--- config.mk ---
export PLATFORM = sky130hd
export DESIGN_NAME = rp_analog_top
export DESIGN_NICKNAME = d
export VERILOG_FILES = /design/src/hw/sample_pkg.sv /design/src/hw/sys_bus_pkg.sv /design/src/hw/sample_if.sv /design/src/hw/adc_frontend.sv /design/src/hw/dac_serializer.sv /design/src/hw/rp_analog_top.sv /design/src/hw/sample_fifo.sv /design/src/hw/sys_bus_regs.sv
export VERILOG_INCLUDE_DIRS = /design/src /design/src/include
export SDC_FILE = /design/constraint.sdc
export NUM_CORES = 1
export LEC_CHECK = 0
export BUFFER_PORTS_ARGS = -buffer_cell sky130_fd_sc_hd__buf_2
export CORE_MARGIN = 2
export CORE_UTILIZATION = 58
export CTS_CLUSTER_DIAMETER = 50
export DETAILED_ROUTE_END_ITERATION = 16
export GPL_ROUTABILITY_DRIVEN = 1
export PLACE_DENSITY = 0.76
export SYNTH_ARGS = -nofsm -noshare
export SYNTH_HDL_FRONTEND = slang
export SYNTH_SLANG_ARGS = --single-unit
--- constraint.sdc ---
create_clock -name adc_clk -period 4.24 [get_ports adc_clk]
set_input_delay 0 -clock adc_clk [delete_from_list [all_inputs] [get_ports adc_clk]]
set_output_delay 0 -clock adc_clk [all_outputs]
set_load 0.1 [all_outputs]
--- src/include/rp_defines.svh ---
////////////////////
// analog path defines
// sample widths, fifo sizing, bus map and register offsets
////////////////////
`ifndef RP_DEFINES_SVH
`define RP_DEFINES_SVH

////////////////////
// sample path
////////////////////
`define RP_SAMPLE_W     14  // adc / dac sample width
`define RP_ADC_PIN_W    14  // adc pin bus, two low bits of 16-bit bus dropped
`define RP_FIFO_DEPTH   8   // sample pairs
`define RP_FIFO_LVL_W   4   // holds 0..depth

////////////////////
// system bus
////////////////////
`define RP_SYS_W        32
`define RP_REGION_LSB   20  // region field is addr[22:20]
`define RP_REGION_HK    3'd0
`define RP_REGION_SMP   3'd1

// region 0, housekeeping
`define RP_ID_VALUE     32'h5250_0014
`define RP_REG_ID       20'h00000
`define RP_REG_LED      20'h00004
`define RP_REG_LOOP     20'h00008

// region 1, sample path status
`define RP_REG_FIFO_LVL 20'h00000
`define RP_REG_DROPS    20'h00004

`endif

--- src/hw/sample_pkg.sv ---
////////////////////
// sample types
// signed sample, channel pair and the neg-slope code flip
////////////////////
`default_nettype none

`include "rp_defines.svh"

package sample_pkg;

  typedef logic signed [`RP_SAMPLE_W-1:0] sample_t;  // two's complement

  typedef struct packed {
    sample_t a;  // channel A, upper half
    sample_t b;  // channel B
  } sample_pair_t;

  // converter code <-> two's complement
  // msb kept, rest inverted, so the same flip works both ways
  function automatic sample_t nslope_flip(input logic [`RP_SAMPLE_W-1:0] code);
    return {code[`RP_SAMPLE_W-1], ~code[`RP_SAMPLE_W-2:0]};
  endfunction

endpackage

`default_nettype wire

--- src/hw/sys_bus_pkg.sv ---
////////////////////
// system bus types
// region codes and in-region register offset
////////////////////
`default_nettype none

`include "rp_defines.svh"

package sys_bus_pkg;

  // one region per 1 MB window, picked by addr[22:20]
  typedef enum logic [2:0] {
    REGION_HK  = `RP_REGION_HK,   // id, leds, digital loop
    REGION_SMP = `RP_REGION_SMP,  // fifo level, drop count
    REGION_2   = 3'd2,            // unused from here on
    REGION_3   = 3'd3,
    REGION_4   = 3'd4,
    REGION_5   = 3'd5,
    REGION_6   = 3'd6,
    REGION_7   = 3'd7
  } sys_region_t;

  // byte offset inside a region
  typedef logic [`RP_REGION_LSB-1:0] sys_offset_t;

endpackage

`default_nettype wire

--- src/hw/sample_if.sv ---
////////////////////
// sample pair stream
// valid/ready, transfer when both high on an edge
////////////////////
`timescale 1ns/1ps
`default_nettype none

interface sample_if;
  import sample_pkg::*;

  logic         valid;  // pair on the wires is real
  logic         ready;  // sink can take it this edge
  sample_pair_t pair;   // held while valid && !ready

  // producer side
  modport src (
    output valid,
    output pair,
    input  ready
  );

  // consumer side
  modport snk (
    input  valid,
    input  pair,
    output ready
  );

endinterface

`default_nettype wire

--- src/hw/adc_frontend.sv ---
////////////////////
// adc front end
// pin registers, neg-slope to signed, digital loop mux, drop count
////////////////////
`timescale 1ns/1ps
`default_nettype none

`include "rp_defines.svh"

module adc_frontend (
  input  logic                      adc_clk,
  input  logic                      reset_i,
  input  logic [`RP_ADC_PIN_W-1:0]  adc_dat_a_i,  // ch1 pins
  input  logic [`RP_ADC_PIN_W-1:0]  adc_dat_b_i,  // ch2 pins
  input  logic                      adc_valid_i,
  input  logic                      loop_en_i,    // take dac pair instead of pins
  input  sample_pkg::sample_pair_t  loop_pair_i,
  input  logic                      clr_drops_i,
  output logic [15:0]               drop_cnt_o,
  sample_if.src                     smp
);
  import sample_pkg::*;

  logic [`RP_ADC_PIN_W-1:0] pin_a_q;
  logic [`RP_ADC_PIN_W-1:0] pin_b_q;
  logic                     valid_q;
  sample_pair_t             adc_pair;
  logic                     drop;
  logic [15:0]              drop_cnt_q;

  // input registers, meant to sit in the io blocks
  always_ff @(posedge adc_clk)
  begin
    pin_a_q <= adc_dat_a_i;
    pin_b_q <= adc_dat_b_i;
  end

  always_ff @(posedge adc_clk)
  begin
    if (reset_i)
      valid_q <= 1'b0;
    else
      valid_q <= adc_valid_i;
  end

  assign adc_pair.a = nslope_flip(pin_a_q);  // to two's complement
  assign adc_pair.b = nslope_flip(pin_b_q);

  // one cycle after the pin edge, no stall possible
  assign smp.valid = valid_q;
  assign smp.pair  = loop_en_i ? loop_pair_i : adc_pair;

  ////////////////////
  // lost pairs
  ////////////////////
  assign drop = valid_q && !smp.ready;  // fifo full, pair is gone

  always_ff @(posedge adc_clk)
  begin
    if (reset_i || clr_drops_i)
      drop_cnt_q <= '0;
    else if (drop && (drop_cnt_q != '1))
      drop_cnt_q <= drop_cnt_q + 16'd1;  // saturates
  end

  assign drop_cnt_o = drop_cnt_q;

  // a counted drop means the fifo really refused
  a_no_drop_when_ready: assert property (@(posedge adc_clk) disable iff (reset_i)
    (smp.ready && !clr_drops_i) |=> (drop_cnt_o == $past(drop_cnt_o)));

endmodule

`default_nettype wire

--- src/hw/dac_serializer.sv ---
////////////////////
// dac serializer
// pair to dac code, A then B on the shared 14-bit bus
////////////////////
`timescale 1ns/1ps
`default_nettype none

`include "rp_defines.svh"

module dac_serializer (
  input  logic                      adc_clk,
  input  logic                      reset_i,
  sample_if.snk                     smp,
  output logic [`RP_SAMPLE_W-1:0]   dac_dat_o,
  output logic                      dac_sel_o,    // 1 = channel A word
  output logic                      dac_wrt_o,    // word strobe
  output sample_pkg::sample_pair_t  last_pair_o   // signed, feeds digital loop
);
  import sample_pkg::*;

  // what the output registers show this cycle
  typedef enum logic [1:0] {
    ST_IDLE,
    ST_A,
    ST_B
  } ser_state_t;

  ser_state_t   state_q;
  sample_pair_t pair_q;
  logic         accept;

  assign smp.ready = (state_q != ST_A);  // idle or last word going out
  assign accept    = smp.valid && smp.ready;

  always_ff @(posedge adc_clk)
  begin
    if (reset_i)
    begin
      state_q   <= ST_IDLE;
      pair_q    <= '0;
      dac_dat_o <= '0;
      dac_sel_o <= 1'b0;
      dac_wrt_o <= 1'b0;
    end
    else if (accept)
    begin
      pair_q    <= smp.pair;               // B waits here
      dac_dat_o <= nslope_flip(smp.pair.a);
      dac_sel_o <= 1'b1;
      dac_wrt_o <= 1'b1;
      state_q   <= ST_A;
    end
    else if (state_q == ST_A)
    begin
      dac_dat_o <= nslope_flip(pair_q.b);  // second word
      dac_sel_o <= 1'b0;
      dac_wrt_o <= 1'b1;
      state_q   <= ST_B;
    end
    else
    begin
      dac_sel_o <= 1'b0;  // data bus keeps last word
      dac_wrt_o <= 1'b0;
      state_q   <= ST_IDLE;
    end
  end

  assign last_pair_o = pair_q;

  // every A word is followed by its B word
  a_no_double_a: assert property (@(posedge adc_clk) disable iff (reset_i)
    (dac_wrt_o && dac_sel_o) |=> !(dac_wrt_o && dac_sel_o));

endmodule

`default_nettype wire

--- src/hw/rp_analog_top.sv ---
////////////////////
// analog top level
// adc -> fifo -> dac path with bus housekeeping
////////////////////
`timescale 1ns/1ps
`default_nettype none

`include "rp_defines.svh"

module rp_analog_top (
  input  logic                     adc_clk,
  input  logic                     reset_i,
  // adc
  input  logic [`RP_ADC_PIN_W-1:0] adc_dat_a_i,
  input  logic [`RP_ADC_PIN_W-1:0] adc_dat_b_i,
  input  logic                     adc_valid_i,
  // dac, shared data bus
  output logic [`RP_SAMPLE_W-1:0]  dac_dat_o,
  output logic                     dac_sel_o,
  output logic                     dac_wrt_o,
  output logic [7:0]               led_o,
  // system bus
  input  logic [`RP_SYS_W-1:0]     sys_addr_i,
  input  logic [`RP_SYS_W-1:0]     sys_wdata_i,
  input  logic                     sys_wen_i,
  input  logic                     sys_ren_i,
  output logic [`RP_SYS_W-1:0]     sys_rdata_o,
  output logic                     sys_ack_o
);
  import sample_pkg::*;

  sample_if adc_smp ();  // frontend -> fifo
  sample_if dac_smp ();  // fifo -> serializer

  logic                      loop_en;
  logic                      clr_drops;
  logic [15:0]               drop_cnt;
  logic [`RP_FIFO_LVL_W-1:0] fifo_level;
  sample_pair_t              last_pair;  // loopback source

  adc_frontend i_adc (
    .adc_clk     (adc_clk),
    .reset_i     (reset_i),
    .adc_dat_a_i (adc_dat_a_i),
    .adc_dat_b_i (adc_dat_b_i),
    .adc_valid_i (adc_valid_i),
    .loop_en_i   (loop_en),
    .loop_pair_i (last_pair),
    .clr_drops_i (clr_drops),
    .drop_cnt_o  (drop_cnt),
    .smp         (adc_smp)
  );

  sample_fifo #(.DEPTH(`RP_FIFO_DEPTH)) i_fifo (
    .adc_clk (adc_clk),
    .reset_i (reset_i),
    .wr      (adc_smp),
    .rd      (dac_smp),
    .level_o (fifo_level)
  );

  dac_serializer i_dac (
    .adc_clk     (adc_clk),
    .reset_i     (reset_i),
    .smp         (dac_smp),
    .dac_dat_o   (dac_dat_o),
    .dac_sel_o   (dac_sel_o),
    .dac_wrt_o   (dac_wrt_o),
    .last_pair_o (last_pair)
  );

  sys_bus_regs i_regs (
    .adc_clk      (adc_clk),
    .reset_i      (reset_i),
    .sys_addr_i   (sys_addr_i),
    .sys_wdata_i  (sys_wdata_i),
    .sys_wen_i    (sys_wen_i),
    .sys_ren_i    (sys_ren_i),
    .sys_rdata_o  (sys_rdata_o),
    .sys_ack_o    (sys_ack_o),
    .led_o        (led_o),
    .loop_en_o    (loop_en),
    .clr_drops_o  (clr_drops),
    .fifo_level_i (fifo_level),
    .drop_cnt_i   (drop_cnt)
  );

endmodule

`default_nettype wire

--- src/hw/sample_fifo.sv ---
////////////////////
// sample pair fifo
// circular buffer with write on full when read
////////////////////
`timescale 1ns/1ps
`default_nettype none

`include "rp_defines.svh"

module sample_fifo #(
  parameter int DEPTH = `RP_FIFO_DEPTH  // power of two
) (
  input  logic                      adc_clk,
  input  logic                      reset_i,
  sample_if.snk                     wr,
  sample_if.src                     rd,
  output logic [`RP_FIFO_LVL_W-1:0] level_o
);
  import sample_pkg::*;

  localparam int                AW       = $clog2(DEPTH);
  localparam int                LVL_W    = `RP_FIFO_LVL_W;
  localparam logic [LVL_W-1:0]  FULL_LVL = LVL_W'(DEPTH);

  sample_pair_t     mem [DEPTH];
  logic [AW-1:0]    wr_ptr;
  logic [AW-1:0]    rd_ptr;
  logic [LVL_W-1:0] count;
  logic             full;
  logic             do_wr;
  logic             do_rd;

  assign full     = (count == FULL_LVL);
  assign wr.ready = !full || rd.ready;  // full but draining this edge is ok
  assign rd.valid = (count != '0);
  assign rd.pair  = mem[rd_ptr];        // head of queue
  assign do_wr    = wr.valid && wr.ready;
  assign do_rd    = rd.valid && rd.ready;
  assign level_o  = count;

  ////////////////////
  // storage
  ////////////////////
  always_ff @(posedge adc_clk)
  begin
    if (do_wr)
      mem[wr_ptr] <= wr.pair;
  end

  ////////////////////
  // pointers and fill
  ////////////////////
  always_ff @(posedge adc_clk)
  begin
    if (reset_i)
    begin
      wr_ptr <= '0;
      rd_ptr <= '0;
      count  <= '0;
    end
    else
    begin
      if (do_wr)
        wr_ptr <= wr_ptr + 1'b1;  // wraps at depth
      if (do_rd)
        rd_ptr <= rd_ptr + 1'b1;
      case ({do_wr, do_rd})
        2'b10:   count <= count + 1'b1;
        2'b01:   count <= count - 1'b1;
        default: count <= count;  // none or both
      endcase
    end
  end

  a_level_bound: assert property (@(posedge adc_clk) disable iff (reset_i)
    count <= FULL_LVL);

  // head held while the serializer is busy, so a full write needs a read
  a_head_stable: assert property (@(posedge adc_clk) disable iff (reset_i)
    (rd.valid && !rd.ready) |=> $stable(rd.pair));

endmodule

`default_nettype wire

--- src/hw/sys_bus_regs.sv ---
////////////////////
// system bus registers
// 8-region decode, housekeeping and sample path status
////////////////////
`timescale 1ns/1ps
`default_nettype none

`include "rp_defines.svh"

module sys_bus_regs (
  input  logic                      adc_clk,
  input  logic                      reset_i,
  input  logic [`RP_SYS_W-1:0]      sys_addr_i,
  input  logic [`RP_SYS_W-1:0]      sys_wdata_i,
  input  logic                      sys_wen_i,
  input  logic                      sys_ren_i,
  output logic [`RP_SYS_W-1:0]      sys_rdata_o,
  output logic                      sys_ack_o,
  output logic [7:0]                led_o,
  output logic                      loop_en_o,
  output logic                      clr_drops_o,   // one cycle pulse
  input  logic [`RP_FIFO_LVL_W-1:0] fifo_level_i,
  input  logic [15:0]               drop_cnt_i
);
  import sys_bus_pkg::*;

  sys_region_t          region;
  sys_offset_t          offset;
  logic [`RP_SYS_W-1:0] rd_mux;
  logic [`RP_SYS_W-1:0] rdata_q;
  logic                 ack_q;
  logic [7:0]           led_q;
  logic                 loop_q;
  logic                 clr_q;

  ////////////////////
  // address split
  ////////////////////
  assign region = sys_region_t'(sys_addr_i[`RP_REGION_LSB +: $bits(sys_region_t)]);
  assign offset = sys_addr_i[`RP_REGION_LSB-1:0];

  // read data, unused regions give zero
  always_comb
  begin
    rd_mux = '0;
    case (region)
      REGION_HK:
      begin
        case (offset)
          `RP_REG_ID:   rd_mux = `RP_ID_VALUE;
          `RP_REG_LED:  rd_mux = {24'h0, led_q};
          `RP_REG_LOOP: rd_mux = {31'h0, loop_q};
          default:      rd_mux = '0;
        endcase
      end
      REGION_SMP:
      begin
        case (offset)
          `RP_REG_FIFO_LVL: rd_mux = {{(`RP_SYS_W-`RP_FIFO_LVL_W){1'b0}}, fifo_level_i};
          `RP_REG_DROPS:    rd_mux = {16'h0, drop_cnt_i};
          default:          rd_mux = '0;
        endcase
      end
      default: rd_mux = '0;
    endcase
  end

  ////////////////////
  // writes and ack
  ////////////////////
  always_ff @(posedge adc_clk)
  begin
    if (reset_i)
    begin
      led_q   <= '0;
      loop_q  <= 1'b0;
      clr_q   <= 1'b0;
      ack_q   <= 1'b0;
      rdata_q <= '0;
    end
    else
    begin
      ack_q   <= sys_wen_i || sys_ren_i;      // every region answers
      rdata_q <= sys_ren_i ? rd_mux : '0;
      clr_q   <= sys_wen_i && (region == REGION_SMP) && (offset == `RP_REG_DROPS);
      if (sys_wen_i && (region == REGION_HK))
      begin
        if (offset == `RP_REG_LED)
          led_q <= sys_wdata_i[7:0];
        if (offset == `RP_REG_LOOP)
          loop_q <= sys_wdata_i[0];
        // id is read only
      end
    end
  end

  assign sys_rdata_o = rdata_q;
  assign sys_ack_o   = ack_q;
  assign led_o       = led_q;
  assign loop_en_o   = loop_q;
  assign clr_drops_o = clr_q;

  a_one_strobe: assert property (@(posedge adc_clk) disable iff (reset_i)
    !(sys_wen_i && sys_ren_i));

endmodule

`default_nettype wire

Word-level counts from Yosys, hierarchy flattened:

Memory sizes are Yosys's and may differ from the RTL's. A register that Yosys moved wholly into a read port is not among the register bits.
Cells that the tools add are included.

* register bits: 144
* memory bits (writable): 224
* input port bits: 97
* logic and storage cells: 76
* memories kept: 1

* $add $sub $neg: 5
* equality and inequality tests: 9
* muxes and demuxes: 16
* bitwise operators: 5
* reductions and logical operators: 21

Memories
* i_fifo.mem: depth 8, bits a word 28, rd ports 1, clocked after Yosys merged registers in 1, write ports 1, RTL line sample_fifo.sv:25 `sample_pair_t mem [DEPTH];`

Operators by type and width (number)
* one-hot mux 31 bit (3 select lines): 1
* one-hot mux 32 bit (2 select lines): 1
* NOT 13 bit: 4
* one-hot mux 16 bit (2 select lines): 1
* two-way mux 14 bit: 2
* two-way mux 28 bit: 1
* == test 20 x 3 -> 1 bit (second input constant): 1
* == test 20 x 4 -> 1 bit (second input constant): 1
* zero test 20 bit: 1
* adder 16 x 1 -> 16 bit (second input constant): 1
* inequality test 16 bit (second input constant): 1
* one-hot mux 4 bit (2 select lines): 1
* logical AND 1 bit: 7
* adder 3 x 1 -> 3 bit (second input constant): 2
* two-way mux 1 bit: 6
* two-way mux 3 bit: 2
* adder 4 x 1 -> 4 bit (second input constant): 1
* == test 2 x 1 -> 1 bit (second input constant): 2
* == test 4 bit (second input constant): 1
* AND reduction 2 bit: 2
* nonzero test 2 bit: 2
* nonzero test 4 bit: 1
* OR reduction 2 bit: 2
* subtractor 4 x 1 -> 4 bit (second input constant): 1
* 8 further kinds: 11

Depth between registers and ports, before layout:

Gate-level depths: netlist of the first run.

* depth after elaboration: 6
* gate-level depth with buffers: 14
* gate-level depth less buffers: 10

Cells and area by module:

Synthesis of the first run repeated with hierarchy kept, for this count alone.

* cell total of the unflattened synthesis: 940
* area total of the unflattened synthesis: 13934.6 um2

Modules (own cells, without submodules)
* sample_fifo: times used 1, cells each 398, area each 9092.5 um2
* dac_serializer: times used 1, cells each 209, area each 1795.5 um2
* adc_frontend: times used 1, cells each 190, area each 1760.4 um2
* sys_bus_regs: times used 1, cells each 143, area each 1286.2 um2

Least setup slack after synthesis of the first run:

No wires, ideal clock.

* kind: reg2reg
* from: register i_dac.state_q[0]
* to: memory i_fifo.mem[0][0] (netlist name) (enable)
* library setup time: 448 ps
* data arrival time: 3397 ps
* required time: 3792 ps
* slack: 395 ps
* cell stages (with the launch flop): 5
* buffers on the path: 0
* cells stage by stage: dfxtp_1 -> nor2b_1 -> a31oi_1 -> nand2b_1 -> nor3_1

* cells in the longest elaborated chain, start to end: 5

Ends and longest elaborated chain
* start, declared: RTL line dac_serializer.sv:28 `ser_state_t state_q;`
* start signal, assigned: RTL line dac_serializer.sv:39 `state_q <= ST_IDLE;`
* start signal, assigned: RTL line dac_serializer.sv:51 `state_q <= ST_A;`
* start signal, assigned: RTL line dac_serializer.sv:58 `state_q <= ST_B;`
* inequality test 2 x 1 -> 1 bit: RTL line dac_serializer.sv:32 `assign smp.ready = (state_q != ST_A);`
* logical OR 1 bit: RTL line sample_fifo.sv:34 `assign wr.ready = !full || rd.ready;`
* logical AND 1 bit: RTL line sample_fifo.sv:37 `assign do_wr = wr.valid && wr.ready;`
* two-way mux 1 bit: RTL line sample_fifo.sv:46 `if (do_wr)`
* two-way mux 1 bit (not written as such): RTL line sample_fifo.sv:47 `mem[wr_ptr] <= wr.pair;`
* end, declared: RTL line sample_fifo.sv:25

Every way passes these cells.

Worst setup path in the final report of the first run:

* from: register i_fifo.count[1] (netlist: i_fifo.level_o[1])
* to: register i_fifo.count[2] (netlist: i_fifo.level_o[2])

* cells in the longest elaborated chain, start to end: 6

Ends and longest elaborated chain
* start, declared: RTL line sample_fifo.sv:28 `logic [LVL_W-1:0] count;`
* start signal, assigned: RTL line sample_fifo.sv:68 `2'b10: count <= count + 1'b1;`
* start signal, assigned: RTL line sample_fifo.sv:69 `2'b01: count <= count - 1'b1;`
* start signal, assigned: RTL line sample_fifo.sv:70 `default: count <= count;`
* == test 4 bit: RTL line sample_fifo.sv:33 `assign full = (count == FULL_LVL);`
* zero test 1 bit: RTL line sample_fifo.sv:34
* logical OR 1 bit: RTL line sample_fifo.sv:34
* logical AND 1 bit: RTL line sample_fifo.sv:37
* == test 2 x 1 -> 1 bit or == test 2 bit (tied branches): RTL line sample_fifo.sv:67 `case ({do_wr, do_rd})`
* one-hot mux 4 bit (2 select lines) or nonzero test 2 bit (tied branches)

Several ways; a longest one is shown, not always the timed one.
A chain may end at the register's enable or synchronous reset.

==> reports/metrics.cfg, run 1 <==
[finish]
mostFrequentLayoutCells = 224 x edfxtp_1, 127 x dfxtp_1, 109 x buf_2
layout-drive-gt1-share = 0.266
antenna_cells = 0
multi_input_area_um2 = 4040
final-seq-area_um2 = 9360
fill_cells = 1539
area_growth_pct = 18.0
layout_commonest_cell = edfxtp_1
final_nets = 1161

[sta]
final_max_slew_viol_count = 0
max_freq_ghz = 0.328
fin_crit_ns = 3.05
fin_crit_sh = 0.720
rsz0062_at_grt = false
setup_viol = 0
setup_slack_ns = 1.19
worst_pin_slew_ns = 0.904
fin_worst_skew_ns = 0.0160
max_slew_margin = 0.398
tns_ns = 0
hold_viol_final = 0

[floorplan]
die_h_um = 158
die_area_um2 = 25100
initial_core_util = 0.591
fp-row-count = 56
io_pins = 154
chipWidth_um = 158
core_area_um2 = 23400

[route]
first_pass_iters = 5
drt_iter0_markers = 715
final_antenna_net_count = 0
vias = 8257
via_per_inst = 5.88
wirelength_mm = 29.7
drc = 0
routedWlPerCell_um = 21.1

[critical_path]
r2r_slack_ns = 1.19
rr_endpoint = i_fifo.level_o[2]$_SDFFE_PP0P_
worst-path-max-fanout = 35
path_class = flip-flop to flip-flop
crit_start = i_fifo.level_o[1]$_SDFFE_PP0P_
reg2regPathDepth = 9
timing.rr.start = i_fifo.level_o[1]$_SDFFE_PP0P_
cp.arrival_ns = 3.48
critical_path_required_ns = 4.67
cp-end-kind = flip-flop
start_kind = flip-flop

[global_routing]
grt_max_degree = 57
grt_pass1_vias = 7947
grt_usage = 0.241
grt_pass1_wl_mm = 44.7
antenna_found_initial = 0
grt_overflow = 0

[min_path]
holdPathEnd = i_regs.led_o[5]$_SDFFE_PP0P_
hold_path_class = input pin to flip-flop
hold_depth = 5
worstHoldStart = sys_addr_i[22]

[synthesis]
synth_top_cell_by_area = edfxtp_1
synth_seq_cells = 355
netlist_top_cells_area = edfxtp_1 49%, dfxtp_1 19%, mux4_2 9.1%
synth_ff_type = edfxtp_1
synth_edf_count = 224
yosys_warnings = 0
synth_top_area_frac = 0.487
async_reset_ff_frac = 0
synthesis.area_um2 = 13800
synth_cells = 897
netlist-cell-type-count = 57
synth_seq_area_share = 0.676
syn_avg_cell_area_um2 = 15.4

[clock_network]
cts_buffer_depth = 3
holdBufCountCts = 47
clock_latency_ns = 0.52
cts_root_buf = clkbuf_16
postCtsSetupBuffers = 0
cts_resized = 0
clk_pin_slew_ns = 0.06
cts_sinks = 355
cts_tree = yes
cts_buffers = 38
cts_max_level = 2

[placed_design]
portBuffers = 109
dp_hpwl_mm = 17.4
globalplace.congestion = 0.815
pre_cts_ws_ns = 1.24

[power]
p_leak_uw = 0.00572
power_density_nw_per_um2 = 576
ir_drop_mv = 0.377

[outcome]
status = complete, no violations

[job]
cap_violations = 0

layout make-up:
type                       instances  area share
sequential                       355       0.574
tap                              319      0.0245
inverter                          33     0.00759
multi-input combinational        451       0.247
timing repair buffer             179      0.0744
clock buffer                      51      0.0638
clock inverter                    17     0.00882
power breakdown:
part | switching, uW | leakage, uW | internal, uW | total, uW
sequential | 277 | 0.00310 | 3900 | 4180
clock | 1270 | 0.000573 | 1850 | 3120
combinational | 1340 | 0.00205 | 759 | 2100
flip-flops by register name (all words and copies together), names as in the netlist, named ones only:
| name | flops |
|---|---|
| i_fifo.level_o | 4 |
| i_regs.loop_en_o | 1 |
| i_adc.drop_cnt_o | 16 |
| i_dac.dac_dat_o | 14 |
| i_regs.sys_ack_o | 1 |
| i_adc.smp.valid | 1 |
| i_dac.dac_wrt_o | 1 |
| i_fifo.rd_ptr | 3 |
| i_adc.pin_a_q | 14 |
| i_regs.led_o | 8 |
| i_fifo.mem | 224 |
| i_regs.sys_rdata_o | 17 |
| i_adc.pin_b_q | 14 |
| i_dac.state_q | 2 |
| i_fifo.wr_ptr | 3 |
| i_dac.last_pair_o | 28 |
| i_regs.clr_drops_o | 1 |
layer usage:
layer,share of wire,vias to the layer above,GRT usage
li1,-,3748,-
met1,0.40,4071,0.319
met5,0,-,0
met4,0.025,0,0.0819
met2,0.50,381,0.414
met3,0.070,57,0.0332
cell usage after synthesis (6+ instances only):
master      n
ha_1        6
a221oi_1   12
nand3_1    19
a31oi_1     8
a211oi_1   10
and4_1      6
and3_1     12
edfxtp_1  224
nand2b_1    7
o21ai_0    13
nand2_1    29
mux2_2      6
a21oi_1    35
nor4_1     10
nor3_1      7
buf_2      12
buf_6       7
mux2i_1    60
a211oi_2   19
mux4_2     56
nand4_1     7
inv_1      32
clkbuf_1   28
nor2b_1     8
nor2_1     60
buf_4      16
dfxtp_1   131
logic make-up after synthesis:
kind of cell               share of synthesized area
muxes                                          0.140
and+or+nand+nor                               0.0720
AOI/OAI and AO/OA                             0.0658
adders and majority gates                    0.00543
DFF                                            0.676
buffers and inverters                         0.0368
other                                       0.000271
xor gates and xnor gates                     0.00380
metrics by stage:
stage / hold WS, ns / cell area (um2) / total power, uW / util / instances
after global placement: 0.102 / 14700 / 6250 / 0.626 / 1290
after detailed placement: 0.104 / 14700 / 6300 / 0.626 / 1290
after global routing: 0.0886 / 16300 / 9740 / 0.697 / 1405
final: 0.0580 / 16300 / 9390 / 0.697 / 1405
after floorplan: 0.0277 / 13900 / 5880 / - / 907
after CTS: 0.0382 / 16300 / 9450 / 0.697 / 1405
critical path, cell delays in order, from the launching register on:
cell and delay, ns:
dfxtp_1 0.57, or4_4 0.35, nand2_4 0.09, inv_2 0.40
buf_4 0.54, ha_1 0.29, a21oi_1 0.09, xor2_1 0.17
or3_1 0.31, a21oi_1 0.14
worst max-delay path by stage:
stage | endpoint | slack [ns]
after floorplan | i_fifo.mem[0][0]$_DFFE_PP_ | 0.39
after global placement | i_fifo.level_o[2]$_SDFFE_PP0P_ | 1.27
after detailed placement | i_fifo.level_o[2]$_SDFFE_PP0P_ | 1.24
after CTS | i_fifo.level_o[2]$_SDFFE_PP0P_ | 1.21
after global routing | i_fifo.level_o[2]$_SDFFE_PP0P_ | 0.97
final | i_fifo.level_o[2]$_SDFFE_PP0P_ | 1.19
(Power assumes the default switching activity.)
==> run 2: changes to the inputs <==
- clock period: 4.24 -> 2.9 ns (I/O delays scaled with it)
==> reports/metrics.cfg, run 2 (synthesis results as in run 1) <==
[route]
via_per_inst = 5.82
drt_iter0_markers = 565
final_antenna_net_count = 0
drc = 0
routedWlPerCell_um = 21.2
vias = 8271
wirelength_mm = 30.2
first_pass_iters = 5

[min_path]
hold_path_class = input pin to flip-flop
worstHoldStart = sys_addr_i[22]
holdPathEnd = i_regs.led_o[0]$_SDFFE_PP0P_
hold_depth = 5

[global_routing]
grt_usage = 0.248
antenna_found_initial = 0
grt_max_degree = 58
grt_overflow = 0
grt_pass1_vias = 8345
grt_pass1_wl_mm = 46.3

[critical_path]
reg2regPathDepth = 10
cp-end-kind = flip-flop
timing.rr.start = i_fifo.level_o[3]$_SDFFE_PP0P_
path_class = input pin to flip-flop
rr_endpoint = i_fifo.level_o[2]$_SDFFE_PP0P_
r2r_slack_ns = 0.53
cp.arrival_ns = 3.15
worst-path-max-fanout = 6
critical_path_required_ns = 3.35
start_kind = input pin

[floorplan]
core_area_um2 = 23400
fp-row-count = 56
die_h_um = 158
io_pins = 154
die_area_um2 = 25100
chipWidth_um = 158
initial_core_util = 0.591

[clock_network]
cts_root_buf = clkbuf_16
cts_buffers = 37
postCtsSetupBuffers = 0
clock_latency_ns = 0.53
cts_tree = yes
cts_max_level = 2
clk_pin_slew_ns = 0.06
cts_buffer_depth = 3
cts_sinks = 355

[finish]
antenna_cells = 0
largest_reg_flops = 224
largest-register = i_fifo.mem
mostFrequentLayoutCells = 224 x edfxtp_1, 126 x dfxtp_1, 109 x buf_2
area_growth_pct = 19.8
design_area_um2 = 16600
layout_commonest_cell = edfxtp_1
utilization = 0.708
layout-drive-gt1-share = 0.279
final_cells = 1421
final_nets = 1176

[power]
power_density_nw_per_um2 = 843
p_leak_uw = 0.00584
ir_drop_mv = 0.685

[placed_design]
portBuffers = 109
dp.cells = 1301
globalplace.congestion = 0.816
pre_cts_ws_ns = 0.545
dpl-instance-area_um2 = 14800
dp_hpwl_mm = 17.9

[sta]
fin_worst_skew_ns = 0.0216
final_max_slew_viol_count = 0
hold_viol_final = 0
worst_pin_slew_ns = 0.801
max_freq_ghz = 0.371
fin_crit_sh = 0.930
setup_slack_ns = 0.204
max_slew_margin = 0.466
fin_crit_ns = 2.70
tns_ns = 0
setup_viol = 0
rsz0062_at_grt = false

[outcome]
status = complete, no violations

[job]
cap_violations = 0

==> run 2: cell count changes in the layout (fill, tap and decap cells not counted), moves of 3 or more <==
cell / previous run / this run
dlygate4sd3_1: 47 / 52
buf_12: 2 / 6
clkinv_8: 0 / 3
clkinv_2: 4 / 8
clkinv_1: 6 / 1
buf_4: 21 / 28
==> run 2: area by class of cell <==
cell class	instances	area [um2]
sequential	355	9360
fill	1533	6840
multi-input combinational	451	4060
timing repair buffer	195	1400
clock buffer	50	1030
tap	319	399
clock inverter	18	209
inverter	33	124
==> run 2: critical path: stages <==
cell	delay, ns
dlygate4sd3_1	0.55
buf_2	0.14
nor4_2	0.24
dlygate4sd3_1	0.62
nand2_1	0.13
dlygate4sd3_1	0.62
nor4b_1	0.27
dlygate4sd3_1	0.59
==> run 2: repair_timing <==
item,4_1_cts,5_1_grt
hold endpoints to repair,58,0
hold buffers,52,0
endpoints found under the setup margin,0,1
resized for setup,0,1
==> run 2: through the flow <==
stage | power (uW) | hold slack, ns
detailed placement | 9290 | 0.104
floorplan | 8600 | 0.0277
finish | 14000 | 0.0650
CTS | 14100 | 0.0331
global route | 14500 | 0.0751
global placement | 9220 | 0.102
==> run 2: worst max-delay path by stage <==
stage / from / endpoint / cells past startpoint
after floorplan: i_dac.state_q[0]$_SDFF_PP0_ / i_fifo.mem[2][0]$_DFFE_PP_ / 4
after global placement: i_fifo.level_o[3]$_SDFFE_PP0P_ / i_fifo.level_o[2]$_SDFFE_PP0P_ / 10
after detailed placement: i_fifo.level_o[3]$_SDFFE_PP0P_ / i_fifo.level_o[2]$_SDFFE_PP0P_ / 10
after CTS: sys_addr_i[19] / i_regs.sys_rdata_o[0]$_SDFF_PP0_ / 8
after global routing: sys_addr_i[19] / i_regs.sys_rdata_o[0]$_SDFF_PP0_ / 8
final: sys_addr_i[19] / i_regs.sys_rdata_o[0]$_SDFF_PP0_ / 8
==> run 2: power breakdown <==
group	switching (uW)	leakage (uW)	internal, uW	total (uW)
logic	2110	0.00213	1170	3280
registers	264	0.00310	5700	5970
clock network	1920	0.000610	2790	4710
total	4300	0.00584	9660	14000
==> run 2: per-layer routing <==
layer	vias up	GRT usage	share of wire
met5	-	0	0
met4	0	0.0909	0.033
met3	74	0.0400	0.064
met2	323	0.437	0.50
met1	4081	0.312	0.40
li1	3793	-	-
